--- src/matrix_ctrl_params.svh ---
`ifndef MATRIX_CTRL_PARAMS_SVH
`define MATRIX_CTRL_PARAMS_SVH

// ==============================
// widths and sizes
// ==============================
`define MC_DIM_W        8
`define MC_ADDR_W       9
`define MC_MAX_TYPES    25
`define MC_TYPE_IDX_W   5
`define MC_SLOTS        2
`define MC_DEBOUNCE     4

// ==============================
// led codes
// ==============================
`define MC_LED_IDLE     8'h01
`define MC_LED_INPUT    8'h02
`define MC_LED_GEN      8'h04
`define MC_LED_CALC     8'h08
`define MC_LED_DECIDE   8'h80
`define MC_LED_ERROR    8'hFF

`endif

--- src/matrix_ctrl_pkg.sv ---
`include "matrix_ctrl_params.svh"

package matrix_ctrl_pkg;

    typedef logic [`MC_DIM_W-1:0]      dim_t;
    typedef logic [`MC_ADDR_W-1:0]     addr_t;
    typedef logic [`MC_TYPE_IDX_W-1:0] type_idx_t;

    // codes 4..7 are treated as add
    typedef enum logic [2:0] {
        OP_TRANSPOSE = 3'd0,
        OP_ADD       = 3'd1,
        OP_SCALAR    = 3'd2,
        OP_MATMUL    = 3'd3
    } op_e;

    // what the input subsystem collects
    typedef enum logic [1:0] {
        TASK_DIMS    = 2'd0,
        TASK_OP_DIMS = 2'd1,
        TASK_ID      = 2'd2
    } task_mode_e;

    typedef enum logic [4:0] {
        S_IDLE, S_INPUT, S_GEN, S_SELECT_OP, S_GET_DIM, S_FILTER,
        S_GET_ID, S_GET_SCALAR, S_EXECUTE, S_DECIDE, S_ERROR
    } state_e;

endpackage

--- src/ctrl_fsm.sv ---
`timescale 1ns/1ns
`include "matrix_ctrl_params.svh"

module ctrl_fsm
    import matrix_ctrl_pkg::*;
(
    input  logic       clk,
    input  logic       rst_n,
    input  logic       i_confirm,
    input  logic       i_retry,
    input  logic       i_menu,
    input  logic [7:0] i_sw,
    input  logic       i_dims_valid,
    input  logic       i_rx_done,
    input  logic       i_id_valid,
    input  logic       i_timeout,
    input  logic       i_calc_done,
    input  dim_t       i_id_val,
    input  logic       i_found,
    input  logic [1:0] i_sel_count,
    output state_e     o_state,
    output logic       o_en_input,
    output logic       o_is_gen_mode,
    output task_mode_e o_task_mode,
    output logic       o_addr_ready,
    output logic       o_commit,
    output logic       o_sel_latch,
    output logic       o_load_op1,
    output logic       o_load_op2,
    output logic       o_load_scalar,
    output logic       o_start_calc,
    output op_e        o_op_code,
    output logic       o_logic_error,
    output logic [7:0] o_led
);

    state_e state_q;
    state_e next_state;
    state_e retry_q;
    logic   stage_q;
    logic   is_entry;
    logic   id_ok;

    assign o_state  = state_q;
    assign is_entry = (state_q == S_INPUT) || (state_q == S_GEN);
    assign id_ok    = (state_q == S_GET_ID) && i_id_valid && (i_id_val != '0)
                      && (i_id_val <= dim_t'(i_sel_count));

    assign o_commit      = (is_entry && i_dims_valid) || (state_q == S_EXECUTE && i_calc_done);
    assign o_sel_latch   = (state_q == S_FILTER) && i_found;
    assign o_load_op1    = id_ok && !stage_q;
    assign o_load_op2    = id_ok && stage_q;
    assign o_load_scalar = (state_q == S_GET_SCALAR) && i_confirm;

    // ==============================
    // next state
    // ==============================
    always_comb begin
        next_state = state_q;
        if (state_q != S_IDLE && i_menu) begin
            next_state = S_IDLE;
        end else begin
            case (state_q)
                S_IDLE: begin
                    if (i_confirm) begin
                        case (i_sw[1:0])
                            2'b00:   next_state = S_INPUT;
                            2'b01:   next_state = S_GEN;
                            2'b10:   next_state = S_SELECT_OP;
                            default: next_state = S_IDLE;
                        endcase
                    end
                end
                S_INPUT, S_GEN: begin
                    if (i_rx_done) next_state = S_DECIDE;
                    else if (i_timeout) next_state = S_ERROR;
                end
                S_SELECT_OP: if (i_confirm) next_state = S_GET_DIM;
                S_GET_DIM: begin
                    if (i_timeout) next_state = S_ERROR;
                    else if (i_dims_valid) next_state = S_FILTER;
                end
                S_FILTER: next_state = i_found ? S_GET_ID : S_GET_DIM;
                S_GET_ID: begin
                    if (i_timeout) begin
                        next_state = S_ERROR;
                    end else if (id_ok) begin
                        if (o_op_code == OP_TRANSPOSE || stage_q) next_state = S_EXECUTE;
                        else if (o_op_code == OP_SCALAR) next_state = S_GET_SCALAR;
                        else next_state = S_GET_DIM;
                    end
                end
                S_GET_SCALAR: if (i_confirm) next_state = S_EXECUTE;
                S_EXECUTE: if (i_calc_done) next_state = S_DECIDE;
                S_DECIDE: begin
                    if (i_confirm) next_state = S_IDLE;
                    else if (i_retry) next_state = retry_q;
                end
                S_ERROR: if (i_confirm) next_state = S_IDLE;
                default: next_state = S_IDLE;
            endcase
        end
    end

    // ==============================
    // registers and outputs
    // ==============================
    always_ff @(posedge clk or negedge rst_n) begin
        if (!rst_n) begin
            state_q       <= S_IDLE;
            retry_q       <= S_IDLE;
            stage_q       <= 1'b0;
            o_op_code     <= OP_TRANSPOSE;
            o_en_input    <= 1'b0;
            o_is_gen_mode <= 1'b0;
            o_task_mode   <= TASK_DIMS;
            o_addr_ready  <= 1'b0;
            o_start_calc  <= 1'b0;
            o_logic_error <= 1'b0;
            o_led         <= 8'h00;
        end else begin
            state_q <= next_state;

            // remembered for retry
            if (state_q == S_IDLE && next_state != S_IDLE) begin
                retry_q <= next_state;
            end

            if (state_q == S_SELECT_OP && i_confirm) begin
                o_op_code <= op_e'(i_sw[7:5]);
                stage_q   <= 1'b0;
            end else if (o_load_op1) begin
                stage_q <= 1'b1;
            end

            o_en_input    <= (next_state == S_INPUT) || (next_state == S_GEN)
                             || (next_state == S_GET_DIM) || (next_state == S_GET_ID);
            o_is_gen_mode <= (next_state == S_GEN);
            o_task_mode   <= (next_state == S_GET_DIM) ? TASK_OP_DIMS :
                             (next_state == S_GET_ID)  ? TASK_ID : TASK_DIMS;
            o_addr_ready  <= is_entry && i_dims_valid;
            // stays up until done or menu
            o_start_calc  <= (state_q == S_EXECUTE) && (next_state == S_EXECUTE);

            if (state_q == S_IDLE || (state_q == S_GET_DIM && i_dims_valid) || id_ok) begin
                o_logic_error <= 1'b0;
            end else if ((state_q == S_FILTER && !i_found)
                         || (state_q == S_GET_ID && i_id_valid)) begin
                o_logic_error <= 1'b1;
            end

            case (next_state)
                S_IDLE:   o_led <= `MC_LED_IDLE;
                S_INPUT:  o_led <= `MC_LED_INPUT;
                S_GEN:    o_led <= `MC_LED_GEN;
                S_DECIDE: o_led <= `MC_LED_DECIDE;
                S_ERROR:  o_led <= `MC_LED_ERROR;
                default:  o_led <= `MC_LED_CALC;
            endcase
        end
    end

endmodule

--- src/key_filter.sv ---
`timescale 1ns/1ns
`include "matrix_ctrl_params.svh"

module key_filter (
    input  logic clk,
    input  logic rst_n,
    input  logic i_key,
    output logic o_press
);

    localparam int CNT_W = $clog2(`MC_DEBOUNCE + 1);

    logic [CNT_W-1:0] cnt_q;
    logic             stable;
    logic             level_q;

    assign stable = (cnt_q == CNT_W'(`MC_DEBOUNCE));

    // count consecutive high samples, saturating
    always_ff @(posedge clk or negedge rst_n) begin
        if (!rst_n) begin
            cnt_q <= '0;
        end else if (!i_key) begin
            cnt_q <= '0;
        end else if (!stable) begin
            cnt_q <= cnt_q + 1'b1;
        end
    end

    // one pulse per debounced rising edge
    always_ff @(posedge clk or negedge rst_n) begin
        if (!rst_n) begin
            level_q <= 1'b0;
            o_press <= 1'b0;
        end else begin
            level_q <= stable;
            o_press <= stable & ~level_q;
        end
    end

endmodule

--- src/matrix_ctrl_top.sv ---
`timescale 1ns/1ns

module matrix_ctrl_top
    import matrix_ctrl_pkg::*;
(
    input  logic       clk,
    input  logic       rst_n,
    input  logic [7:0] i_sw,
    input  logic [2:0] i_btn,
    input  logic       i_dims_valid,
    input  dim_t       i_dim_m,
    input  dim_t       i_dim_n,
    input  logic       i_rx_done,
    input  logic       i_id_valid,
    input  dim_t       i_id_val,
    input  logic       i_timeout,
    input  logic       i_calc_done,
    output logic [7:0] o_led,
    output state_e     o_state,
    output logic       o_logic_error,
    output logic       o_en_input,
    output logic       o_is_gen_mode,
    output task_mode_e o_task_mode,
    output logic       o_addr_ready,
    output addr_t      o_base_addr,
    output logic       o_start_calc,
    output op_e        o_op_code,
    output addr_t      o_op1_addr,
    output addr_t      o_op2_addr,
    output dim_t       o_op1_m,
    output dim_t       o_op1_n,
    output dim_t       o_op2_m,
    output dim_t       o_op2_n,
    output addr_t      o_res_addr,
    output type_idx_t  o_types_count
);

    logic       confirm;
    logic       retry;
    logic       menu;
    logic       commit;
    logic       sel_latch;
    logic       found;
    type_idx_t  found_idx;
    addr_t      sel_start;
    logic [1:0] sel_count;
    logic       load_op1;
    logic       load_op2;
    logic       load_scalar;
    dim_t       res_m;
    dim_t       res_n;
    dim_t       search_m;
    dim_t       search_n;
    addr_t      hit_addr;

    key_filter u_key_confirm (.clk(clk), .rst_n(rst_n), .i_key(i_btn[0]), .o_press(confirm));
    key_filter u_key_retry   (.clk(clk), .rst_n(rst_n), .i_key(i_btn[1]), .o_press(retry));
    key_filter u_key_menu    (.clk(clk), .rst_n(rst_n), .i_key(i_btn[2]), .o_press(menu));

    // result shape is looked up during execute, entry shape otherwise
    assign search_m    = (o_state == S_EXECUTE) ? res_m : i_dim_m;
    assign search_n    = (o_state == S_EXECUTE) ? res_n : i_dim_n;
    assign o_base_addr = hit_addr;
    assign o_res_addr  = hit_addr;

    // dims from the input subsystem hold until the next entry
    shape_ledger u_ledger (
        .clk           (clk),
        .rst_n         (rst_n),
        .i_search_m    (search_m),
        .i_search_n    (search_n),
        .o_hit         (),
        .o_hit_addr    (hit_addr),
        .i_commit      (commit),
        .i_filter_m    (i_dim_m),
        .i_filter_n    (i_dim_n),
        .o_found       (found),
        .o_found_idx   (found_idx),
        .i_sel_latch   (sel_latch),
        .i_sel_idx     (found_idx),
        .o_sel_start   (sel_start),
        .o_sel_count   (sel_count),
        .o_types_count (o_types_count)
    );

    operand_builder u_builder (
        .clk           (clk),
        .rst_n         (rst_n),
        .i_op_code     (o_op_code),
        .i_load_op1    (load_op1),
        .i_load_op2    (load_op2),
        .i_load_scalar (load_scalar),
        .i_dim_m       (i_dim_m),
        .i_dim_n       (i_dim_n),
        .i_slot_start  (sel_start),
        .i_id          (i_id_val[1:0]),
        .i_scalar      (i_sw[7:4]),
        .o_op1_addr    (o_op1_addr),
        .o_op2_addr    (o_op2_addr),
        .o_op1_m       (o_op1_m),
        .o_op1_n       (o_op1_n),
        .o_op2_m       (o_op2_m),
        .o_op2_n       (o_op2_n),
        .o_res_m       (res_m),
        .o_res_n       (res_n)
    );

    ctrl_fsm u_fsm (
        .clk           (clk),
        .rst_n         (rst_n),
        .i_confirm     (confirm),
        .i_retry       (retry),
        .i_menu        (menu),
        .i_sw          (i_sw),
        .i_dims_valid  (i_dims_valid),
        .i_rx_done     (i_rx_done),
        .i_id_valid    (i_id_valid),
        .i_timeout     (i_timeout),
        .i_calc_done   (i_calc_done),
        .i_id_val      (i_id_val),
        .i_found       (found),
        .i_sel_count   (sel_count),
        .o_state       (o_state),
        .o_en_input    (o_en_input),
        .o_is_gen_mode (o_is_gen_mode),
        .o_task_mode   (o_task_mode),
        .o_addr_ready  (o_addr_ready),
        .o_commit      (commit),
        .o_sel_latch   (sel_latch),
        .o_load_op1    (load_op1),
        .o_load_op2    (load_op2),
        .o_load_scalar (load_scalar),
        .o_start_calc  (o_start_calc),
        .o_op_code     (o_op_code),
        .o_logic_error (o_logic_error),
        .o_led         (o_led)
    );

endmodule

--- src/operand_builder.sv ---
`timescale 1ns/1ns
`include "matrix_ctrl_params.svh"

module operand_builder
    import matrix_ctrl_pkg::*;
(
    input  logic       clk,
    input  logic       rst_n,
    input  op_e        i_op_code,
    input  logic       i_load_op1,
    input  logic       i_load_op2,
    input  logic       i_load_scalar,
    input  dim_t       i_dim_m,
    input  dim_t       i_dim_n,
    input  addr_t      i_slot_start,
    input  logic [1:0] i_id,
    input  logic [3:0] i_scalar,
    output addr_t      o_op1_addr,
    output addr_t      o_op2_addr,
    output dim_t       o_op1_m,
    output dim_t       o_op1_n,
    output dim_t       o_op2_m,
    output dim_t       o_op2_n,
    output dim_t       o_res_m,
    output dim_t       o_res_n
);

    logic [2*`MC_DIM_W-1:0] prod;
    addr_t                  mat_size;
    addr_t                  id_ofs;
    addr_t                  slot_addr;
    dim_t                   op2_m_q;
    logic [3:0]             scalar_q;

    // id counts from 1 within the shape's slots
    assign prod      = i_dim_m * i_dim_n;
    assign mat_size  = prod[`MC_ADDR_W-1:0];
    assign id_ofs    = addr_t'(i_id) - addr_t'(1);
    assign slot_addr = i_slot_start + mat_size * id_ofs;

    always_ff @(posedge clk or negedge rst_n) begin
        if (!rst_n) begin
            o_op1_addr <= '0;
            o_op1_m    <= '0;
            o_op1_n    <= '0;
            o_op2_addr <= '0;
            op2_m_q    <= '0;
            o_op2_n    <= '0;
            scalar_q   <= '0;
        end else begin
            if (i_load_op1) begin
                o_op1_addr <= slot_addr;
                o_op1_m    <= i_dim_m;
                o_op1_n    <= i_dim_n;
            end
            if (i_load_op2) begin
                o_op2_addr <= slot_addr;
                op2_m_q    <= i_dim_m;
                o_op2_n    <= i_dim_n;
            end
            if (i_load_scalar) begin
                scalar_q <= i_scalar;
            end
        end
    end

    // scalar rides on op2_m for the scalar op
    assign o_op2_m = (i_op_code == OP_SCALAR) ? dim_t'(scalar_q) : op2_m_q;

    // predicted result shape
    assign o_res_m = (i_op_code == OP_TRANSPOSE) ? o_op1_n : o_op1_m;
    assign o_res_n = (i_op_code == OP_TRANSPOSE) ? o_op1_m : o_op1_n;

endmodule

--- src/shape_ledger.sv ---
`timescale 1ns/1ns
`include "matrix_ctrl_params.svh"

module shape_ledger
    import matrix_ctrl_pkg::*;
(
    input  logic       clk,
    input  logic       rst_n,
    input  dim_t       i_search_m,
    input  dim_t       i_search_n,
    output logic       o_hit,
    output addr_t      o_hit_addr,
    input  logic       i_commit,
    input  dim_t       i_filter_m,
    input  dim_t       i_filter_n,
    output logic       o_found,
    output type_idx_t  o_found_idx,
    input  logic       i_sel_latch,
    input  type_idx_t  i_sel_idx,
    output addr_t      o_sel_start,
    output logic [1:0] o_sel_count,
    output type_idx_t  o_types_count
);

    dim_t       m_q     [`MC_MAX_TYPES];
    dim_t       n_q     [`MC_MAX_TYPES];
    addr_t      start_q [`MC_MAX_TYPES];
    logic       tog_q   [`MC_MAX_TYPES];
    logic [1:0] cnt_q   [`MC_MAX_TYPES];
    type_idx_t  count_q;
    addr_t      free_q;
    type_idx_t  sel_q;

    type_idx_t              hit_idx;
    logic [2*`MC_DIM_W-1:0] search_prod;
    addr_t                  search_size;
    addr_t                  search_addr;
    logic                   full;

    assign search_prod   = i_search_m * i_search_n;
    assign search_size   = search_prod[`MC_ADDR_W-1:0];
    assign full          = (count_q == type_idx_t'(`MC_MAX_TYPES));
    assign o_types_count = count_q;
    assign o_sel_start   = start_q[sel_q];
    assign o_sel_count   = cnt_q[sel_q];

    // ==============================
    // lookup
    // ==============================
    always_comb begin
        o_hit   = 1'b0;
        hit_idx = '0;
        for (int i = 0; i < `MC_MAX_TYPES; i++) begin
            if (type_idx_t'(i) < count_q && m_q[i] == i_search_m && n_q[i] == i_search_n) begin
                o_hit   = 1'b1;
                hit_idx = type_idx_t'(i);
            end
        end
    end

    // toggle picks which of the two slots is written next
    assign search_addr = !o_hit          ? free_q :
                         tog_q[hit_idx] ? start_q[hit_idx] + search_size :
                                          start_q[hit_idx];

    // last entry of that shape still holding data
    always_comb begin
        o_found     = 1'b0;
        o_found_idx = '0;
        for (int i = 0; i < `MC_MAX_TYPES; i++) begin
            if (type_idx_t'(i) < count_q && m_q[i] == i_filter_m && n_q[i] == i_filter_n
                    && cnt_q[i] != 2'd0) begin
                o_found     = 1'b1;
                o_found_idx = type_idx_t'(i);
            end
        end
    end

    // ==============================
    // commit
    // ==============================
    always_ff @(posedge clk or negedge rst_n) begin
        if (!rst_n) begin
            count_q <= '0;
            free_q  <= '0;
            sel_q   <= '0;
            for (int i = 0; i < `MC_MAX_TYPES; i++) begin
                tog_q[i] <= 1'b0;
                cnt_q[i] <= 2'd0;
            end
        end else begin
            if (i_sel_latch) begin
                sel_q <= i_sel_idx;
            end
            if (i_commit && o_hit) begin
                tog_q[hit_idx] <= ~tog_q[hit_idx];
                if (cnt_q[hit_idx] < `MC_SLOTS) begin
                    cnt_q[hit_idx] <= cnt_q[hit_idx] + 2'd1;
                end
            end else if (i_commit && !full) begin
                tog_q[count_q] <= 1'b1;
                cnt_q[count_q] <= 2'd1;
                free_q         <= free_q + {search_size[`MC_ADDR_W-2:0], 1'b0};
                count_q        <= count_q + 1'b1;
            end
        end
    end

    always_ff @(posedge clk) begin
        if (i_commit && !o_hit && !full) begin
            m_q[count_q]     <= i_search_m;
            n_q[count_q]     <= i_search_n;
            start_q[count_q] <= free_q;
        end
        o_hit_addr <= search_addr;
    end

endmodule

--- config.mk ---
export PLATFORM = sky130hd
export DESIGN_NAME = matrix_ctrl_top
export DESIGN_NICKNAME = d
export VERILOG_FILES = /design/src/matrix_ctrl_pkg.sv /design/src/ctrl_fsm.sv /design/src/key_filter.sv /design/src/matrix_ctrl_top.sv /design/src/operand_builder.sv /design/src/shape_ledger.sv
export VERILOG_INCLUDE_DIRS = /design/src /design/src/src
export SDC_FILE = /design/constraint.sdc
export NUM_CORES = 2
export LEC_CHECK = 0
export BUFFER_PORTS_ARGS = -buffer_cell sky130_fd_sc_hd__buf_4
export CORE_MARGIN = 2
export CORE_UTILIZATION = 50
export DETAILED_ROUTE_END_ITERATION = 16
export MAX_ROUTING_LAYER = met4
export PLACE_DENSITY = 0.74
export SYNTH_ARGS = -nofsm -noshare
export SYNTH_HDL_FRONTEND = slang
export SYNTH_SLANG_ARGS = --single-unit
--- constraint.sdc ---
create_clock -name clk -period 20.3 [get_ports clk]
set_input_delay 2.03 -clock clk [delete_from_list [all_inputs] [get_ports clk]]
set_output_delay 2.03 -clock clk [all_outputs]
set_load 0.03 [all_outputs]
## Yosys cells after proc, flatten, opt, wreduce, memory -nomap -nowiden

Memory sizes are Yosys's and may differ from the RTL's.
Index checks and enable logic that the tools add are counted.

| storage, ports and cells | value |
|---|---|
| RAM bits | 625 |
| bits in registers | 201 |
| bits of input ports | 42 |
| logic and storage cells | 631 |
| memories kept | 3 |

| cells by class | value |
|---|---|
| add/subtract/negate cells | 9 |
| equality and inequality tests | 128 |
| bitwise logic cells | 15 |
| order comparisons | 32 |
| $mul | 3 |
| reductions and logical operators | 197 |
| mux-type cells | 163 |

Memory list:

| name | depth | width | read ports | clocked after Yosys merged registers in | wr ports | RTL line | RTL |
|---|---|---|---|---|---|---|---|
| u_ledger.start_q | 25 | 9 | 2 | 0 | 1 | shape_ledger.sv:27 | `` addr_t start_q [`MC_MAX_TYPES]; `` |
| u_ledger.m_q | 25 | 8 | 25 | 0 | 1 | shape_ledger.sv:25 | `` dim_t m_q [`MC_MAX_TYPES]; `` |
| u_ledger.n_q | 25 | 8 | 25 | 0 | 1 | shape_ledger.sv:26 | `` dim_t n_q [`MC_MAX_TYPES]; `` |

Operator list:

| cell | number |
|---|---|
| $eq 8x8->1 | 100 |
| $mux 5 | 33 |
| $mux 50 | 3 |
| $logic_and 1x1->1 | 146 |
| $mux 4 | 16 |
| $mux 1 | 62 |
| $reduce_bool 2->1 | 28 |
| $bwmux 50 | 1 |
| $mux 25 | 2 |
| $or 25x25->25 | 2 |
| $pmux 5 s10 | 1 |
| $lt 5x5->1 const A | 9 |
| $mux 3 | 14 |
| $lt 4x5->1 const A | 8 |
| $mux 8 | 5 |
| $pmux 8 s5 | 1 |
| $eq 5x3->1 const B | 6 |
| $eq 5x4->1 const B | 6 |
| $mux 2 | 14 |
| $add 9x9->9 | 3 |
| $and 25x25->25 | 1 |
| $bwmux 25 | 1 |
| $not 25->25 | 1 |
| $bmux 2 s5 | 2 |
| other kinds (38) | 82 |

## Logic depth before layout (Yosys ltp)

| logic depth | value |
|---|---|
| word-level depth | 38 |
| gate-level depth with buffers | 40 |

## By module

Synthesis repeated with hierarchy kept, for this count alone.

| second synthesis, totals | value |
|---|---|
| cell total of the unflattened synthesis | 4,156 |
| area, all modules | 48,141.2 sq um |

By module, submodules not included:

| module | cells an instance | area an instance (sq um) | seq. area each (sq um) | instances |
|---|---|---|---|---|
| shape_ledger | 3,495 | 41,143.2 | 20,524.7 | 1 |
| operand_builder | 375 | 4,270.3 | 1,351.3 | 1 |
| ctrl_fsm | 197 | 1,734.2 | 675.6 | 1 |
| key_filter | 20 | 221.5 | 125.1 | 3 |
| matrix_ctrl_top | 29 | 329.1 | 0.0 | 1 |

## Least setup slack after synthesis

OpenSTA, ideal clock, no wires.

| path | value |
|---|---|
| path kind | input-to-reg |
| from | input i_dim_n[1] |
| to | register u_builder.o_op1_addr[8] |
| slack | 10.252 ns |
| cell stages on the path | 31 |
| arrival time | 9.923 ns |
| buffers on the path | 4 |
| library setup time | 0.125 ns |
| cell sequence | buf_1 clkbuf_1 clkbuf_1 buf_1 nand2_1 fa_1 inv_1 fa_1 fa_1 ha_1 inv_1 nor2_1 nor2_1 xor2_1 nor2_1 fa_1 fa_1 inv_1 fa_1 fa_1 inv_1 fa_1 xnor2_1 xnor2_1 xnor2_1 xor2_1 xnor2_1 xnor2_1 xnor2_1 xnor2_1 mux2_2 |

| on the way | value |
|---|---|
| cells in the longest elaborated chain, start to end | 3 |

Ends and longest elaborated chain:

| item | RTL line | RTL |
|---|---|---|
| start, declared | matrix_ctrl_top.sv:12 | `input dim_t i_dim_n,` |
| $mul 8x8->9 | operand_builder.sv:36 | `assign prod = i_dim_m * i_dim_n;` |
| $mul 9x9->9 | operand_builder.sv:39 | `assign slot_addr = i_slot_start + mat_size * id_ofs;` |
| $add 9x9->9 | operand_builder.sv:39 |  |
| end signal, assigned | operand_builder.sv:52 | `o_op1_addr <= slot_addr;` |
| end, declared | operand_builder.sv:18 | `output addr_t o_op1_addr,` |

Every way passes these cells.
A chain may end at the register's enable or synchronous reset.

## Worst setup path after layout

| path | value |
|---|---|
| from | register u_fsm.state_q[3], in the netlist u_fsm.o_state[3] |
| to | register u_ledger.o_hit_addr[8] |

| on the way | value |
|---|---|
| cells in the longest elaborated chain, start to end | 35 |

Ends and longest elaborated chain:

| item | RTL line | RTL |
|---|---|---|
| start, declared | ctrl_fsm.sv:37 | `state_e state_q;` |
| start signal, assigned | ctrl_fsm.sv:122 | `state_q <= next_state;` |
| $eq 5x4->1 * | matrix_ctrl_top.sv:61, matrix_ctrl_top.sv:62 |  |
| branches (longest 33 deep; another with $mux 8) | - |  |
| $mux 9 * | shape_ledger.sv:62 | `assign search_addr = !o_hit ? free_q :` |
| named net u_ledger.search_addr[8] | shape_ledger.sv:37 | `addr_t search_addr;` |
| end signal, assigned | shape_ledger.sv:115 | `o_hit_addr <= search_addr;` |
| end, declared | shape_ledger.sv:12 | `output addr_t o_hit_addr,` |

Mark *: on every way through the listed nets, which the timed path passes. The select of a mux whose other input is x is not followed.

==> reports/results.ini <==
[logic_synthesis]
synth.net_count = 5430
synth_cell_type_count = 109
synth_area_leaders = edfxtp_1 (34%), dfrtp_1 (8.9%), xnor2_1 (5.2%)
synth_top_area_frac = 0.339
synth_edf_count = 600
ys.warnings.count = 0
synth-seq-cells = 798
syn_area_per_cell_um2 = 10.1
syn_area_um2 = 53100
ys.flop_type = edfxtp_1
yosysSeqAreaShare = 0.432
synth_largest_area_cell = edfxtp_1
ys_async_sr_fraction = 0.237
syn_inst = 5245

[timing]
rsz0062_at_grt = false
clock.fmax_ghz = 0.0842
setup-tns-final_ns = 0
worst_pin_slew_ns = 1.65
hold_violations = 0
setup_viol = 0
finClkSkew_ns = 0.0304
relSlewSlack = -0.0993
min_period_ns = 11.87
final.period_utilization = 0.585
finalMaxSlewViolations = 34
fin_hold_ws_ns = 0.398

[global_routing]
grt-ovfl-total = 0
grt_max_degree = 94
grt_usage = 0.560
grt_pass1_vias = 48957
antenna_found_initial = 46
grt_pass1_wl_mm = 404

[critical_path]
crit_path_max_fanout = 37
crit_required_ns = 20.88
crit_slowest_cell = nor4_2
start_kind = register
critPathMaxStageDelay_ns = 1.10
arrival_ns = 12.45
path_class = reg -> reg
crit_path_end_kind = register
cpLargestDelayFamily = simple AND/OR/NAND/NOR gates
critPathMostFrequentCell = buf_4
critical_path_buf_inv_count = 4

[clock_tree]
cts_tree = done
clock-sinks = 798
htree_levels = 3
postCtsSetupBuffers = 0
cts_buffers = 91
cts_hold_buf = 0
cts-root-buf = clkbuf_16
clock_latency_ns = 0.72
cts.clk_slew.worst_paths_ns = 0.06
cts_resized = 0
cts.path.max_buffers = 3

[floorplanning]
rows = 119
die_h_um = 330
fp.dieW_um = 330
initial_utilization = 0.505
ioPinCount = 138
design.core.area_um2 = 105000
die-area_um2 = 109000

[final_layout]
final_cell_mix = edfxtp_1 (600), buf_4 (374), nor2_1 (373)
fillCellCount = 9114
area_growth_pct = 12.0
layout_commonest_cell = edfxtp_1
fin_nets = 5516
drive_gt1_frac = 0.148
stdcell_area_um2 = 59500
utilization = 0.565

[pwr]
p_per_area_nw_per_um2 = 149
power.share.combinational = 0.547
p_int_mw = 4.58
p_clk_frac = 0.196
power_mw = 8.86
p_switching_mw = 4.28
leakage_nw = 21.4
pwr-share-seq = 0.257
swShare = 0.483
peakVddDrop_mv = 0.442

[drt]
wl_mm = 302
drc = 0
dr.pass1.iters = 12
antenna_left = 0
num_vias = 53213
drtIter0Drc = 11607
vias_per_cell = 7.78
wl_per_cell_um = 44.2

[placement]
gp_congestion = 1.14
io_buffers = 135
postPlaceCellArea_um2 = 56300
dp_hpwl_mm = 203

[flow_run]
cap_violations = 4

[hold_path]
worstHoldPathType = reg -> reg

[run_status]
outcome = finished, violations left
violations = max-capacitance violations, max-slew violations

## power groups by stage
stage / logic [mW] / registers, mW / clock network [mW]
final: 4.84 / 2.28 / 1.74
after global routing: 4.98 / 2.28 / 1.79
after CTS: 4.56 / 2.26 / 1.73
after detailed placement: 4.51 / 2.29 / 0
after global placement: 4.48 / 2.28 / 0
after floorplan: 2.80 / 2.23 / 0
## synth_stat cells, types with 33 or more instances
| cell type | n |
|---|---|
| edfxtp_1 | 600 |
| nor2_1 | 403 |
| xnor2_1 | 313 |
| nand2_1 | 261 |
| o21ai_0 | 225 |
| a21oi_1 | 219 |
| nor3_1 | 216 |
| clkbuf_1 | 212 |
| xor2_1 | 210 |
| inv_1 | 192 |
| dfrtp_1 | 189 |
| nand3_1 | 166 |
| nor4_1 | 148 |
| o22ai_1 | 112 |
| a22oi_1 | 111 |
| nand4_1 | 108 |
| nor2b_1 | 108 |
| ha_1 | 83 |
| mux2i_1 | 74 |
| mux4_2 | 70 |
| or4_1 | 70 |
| buf_2 | 68 |
| a22o_1 | 65 |
| mux2_2 | 64 |
| buf_1 | 63 |
| fa_1 | 60 |
| and3_1 | 42 |
| a31oi_1 | 37 |
| and2_1 | 35 |
| or3_1 | 33 |
## cells by family (layout without fill, tap and decap cells)
logic type / count (synthesis) / in the layout / share of synthesized area
mux: 210 / 210 / 0.0577
simple gates: 1784 / 1784 / 0.179
flops: 798 / 798 / 0.432
buf+inv: 583 / 747 / 0.0461
fa+ha+maj: 143 / 143 / 0.0422
other cells: 0 / 44 / 0
compound gates: 1204 / 1204 / 0.157
xor+xnor: 523 / 523 / 0.0862
## per-stage QoR
step | std cells | setup WS, ns
after floorplan | 5245 | 10.25
after global placement | 6629 | 9.10
after detailed placement | 6629 | 9.15
after CTS | 6800 | 9.36
after global routing | 6827 | 8.61
final | 6844 | 8.43
## worst paths after layout
| kind | from | to | slack [ns] | depth (start not counted) |
|---|---|---|---|---|
| max in group asynchronous | rst_n | u_key_confirm.cnt_q[0] | 17.43 | 2 |
| max reg2reg | u_fsm.o_state[3] | u_ledger.o_hit_addr[8] | 8.43 | 30 |
| min in group asynchronous | rst_n | u_fsm.o_logic_error | 1.44 | 1 |
| max | u_fsm.o_state[3] | u_ledger.o_hit_addr[8] | 8.43 | 30 |
| min | u_key_retry.level_q | u_key_retry.o_press | 0.40 | 1 |
| min reg2reg | u_key_retry.level_q | u_key_retry.o_press | 0.40 | 1 |
## area by class of cell
cell class	count	area, um^2	share of cell area
clock inverters	52	520	0.00875
multi-input cells	3864	28100	0.471
well taps	1391	1740	0.0292
diodes	44	110	0.00185
flip-flops and latches	798	22900	0.385
repair buffers	375	2820	0.0474
clock buffers	119	2570	0.0432
inverters	201	754	0.0127
## sequential cells by signal, indices dropped and copies added, names as in the netlist, 5 cells and up
signal,count
u_ledger.free_q,8
u_fsm.o_state,5
u_ledger.o_types_count,5
u_ledger.tog_q,25
u_ledger.sel_q,5
u_builder.o_op2_n,8
u_ledger.start_q,200
u_ledger.cnt_q,50
u_builder.o_op1_addr,9
u_ledger.m_q,200
u_builder.o_op1_m,8
u_builder.o_op1_n,8
u_ledger.o_hit_addr,9
u_builder.o_op2_addr,9
u_fsm.o_led,6
u_ledger.n_q,200
u_builder.op2_m_q,8
u_fsm.retry_q,5
## metal layers
metal	GRT usage	share of wire	vias to the layer above
met2	0.722	0.38	5799
met4	0.389	0.094	0
met3	0.268	0.18	1684
li1	-	-	20126
met1	0.681	0.34	25604
met5	-	0	-
Power figures use the tool's default switching activity.
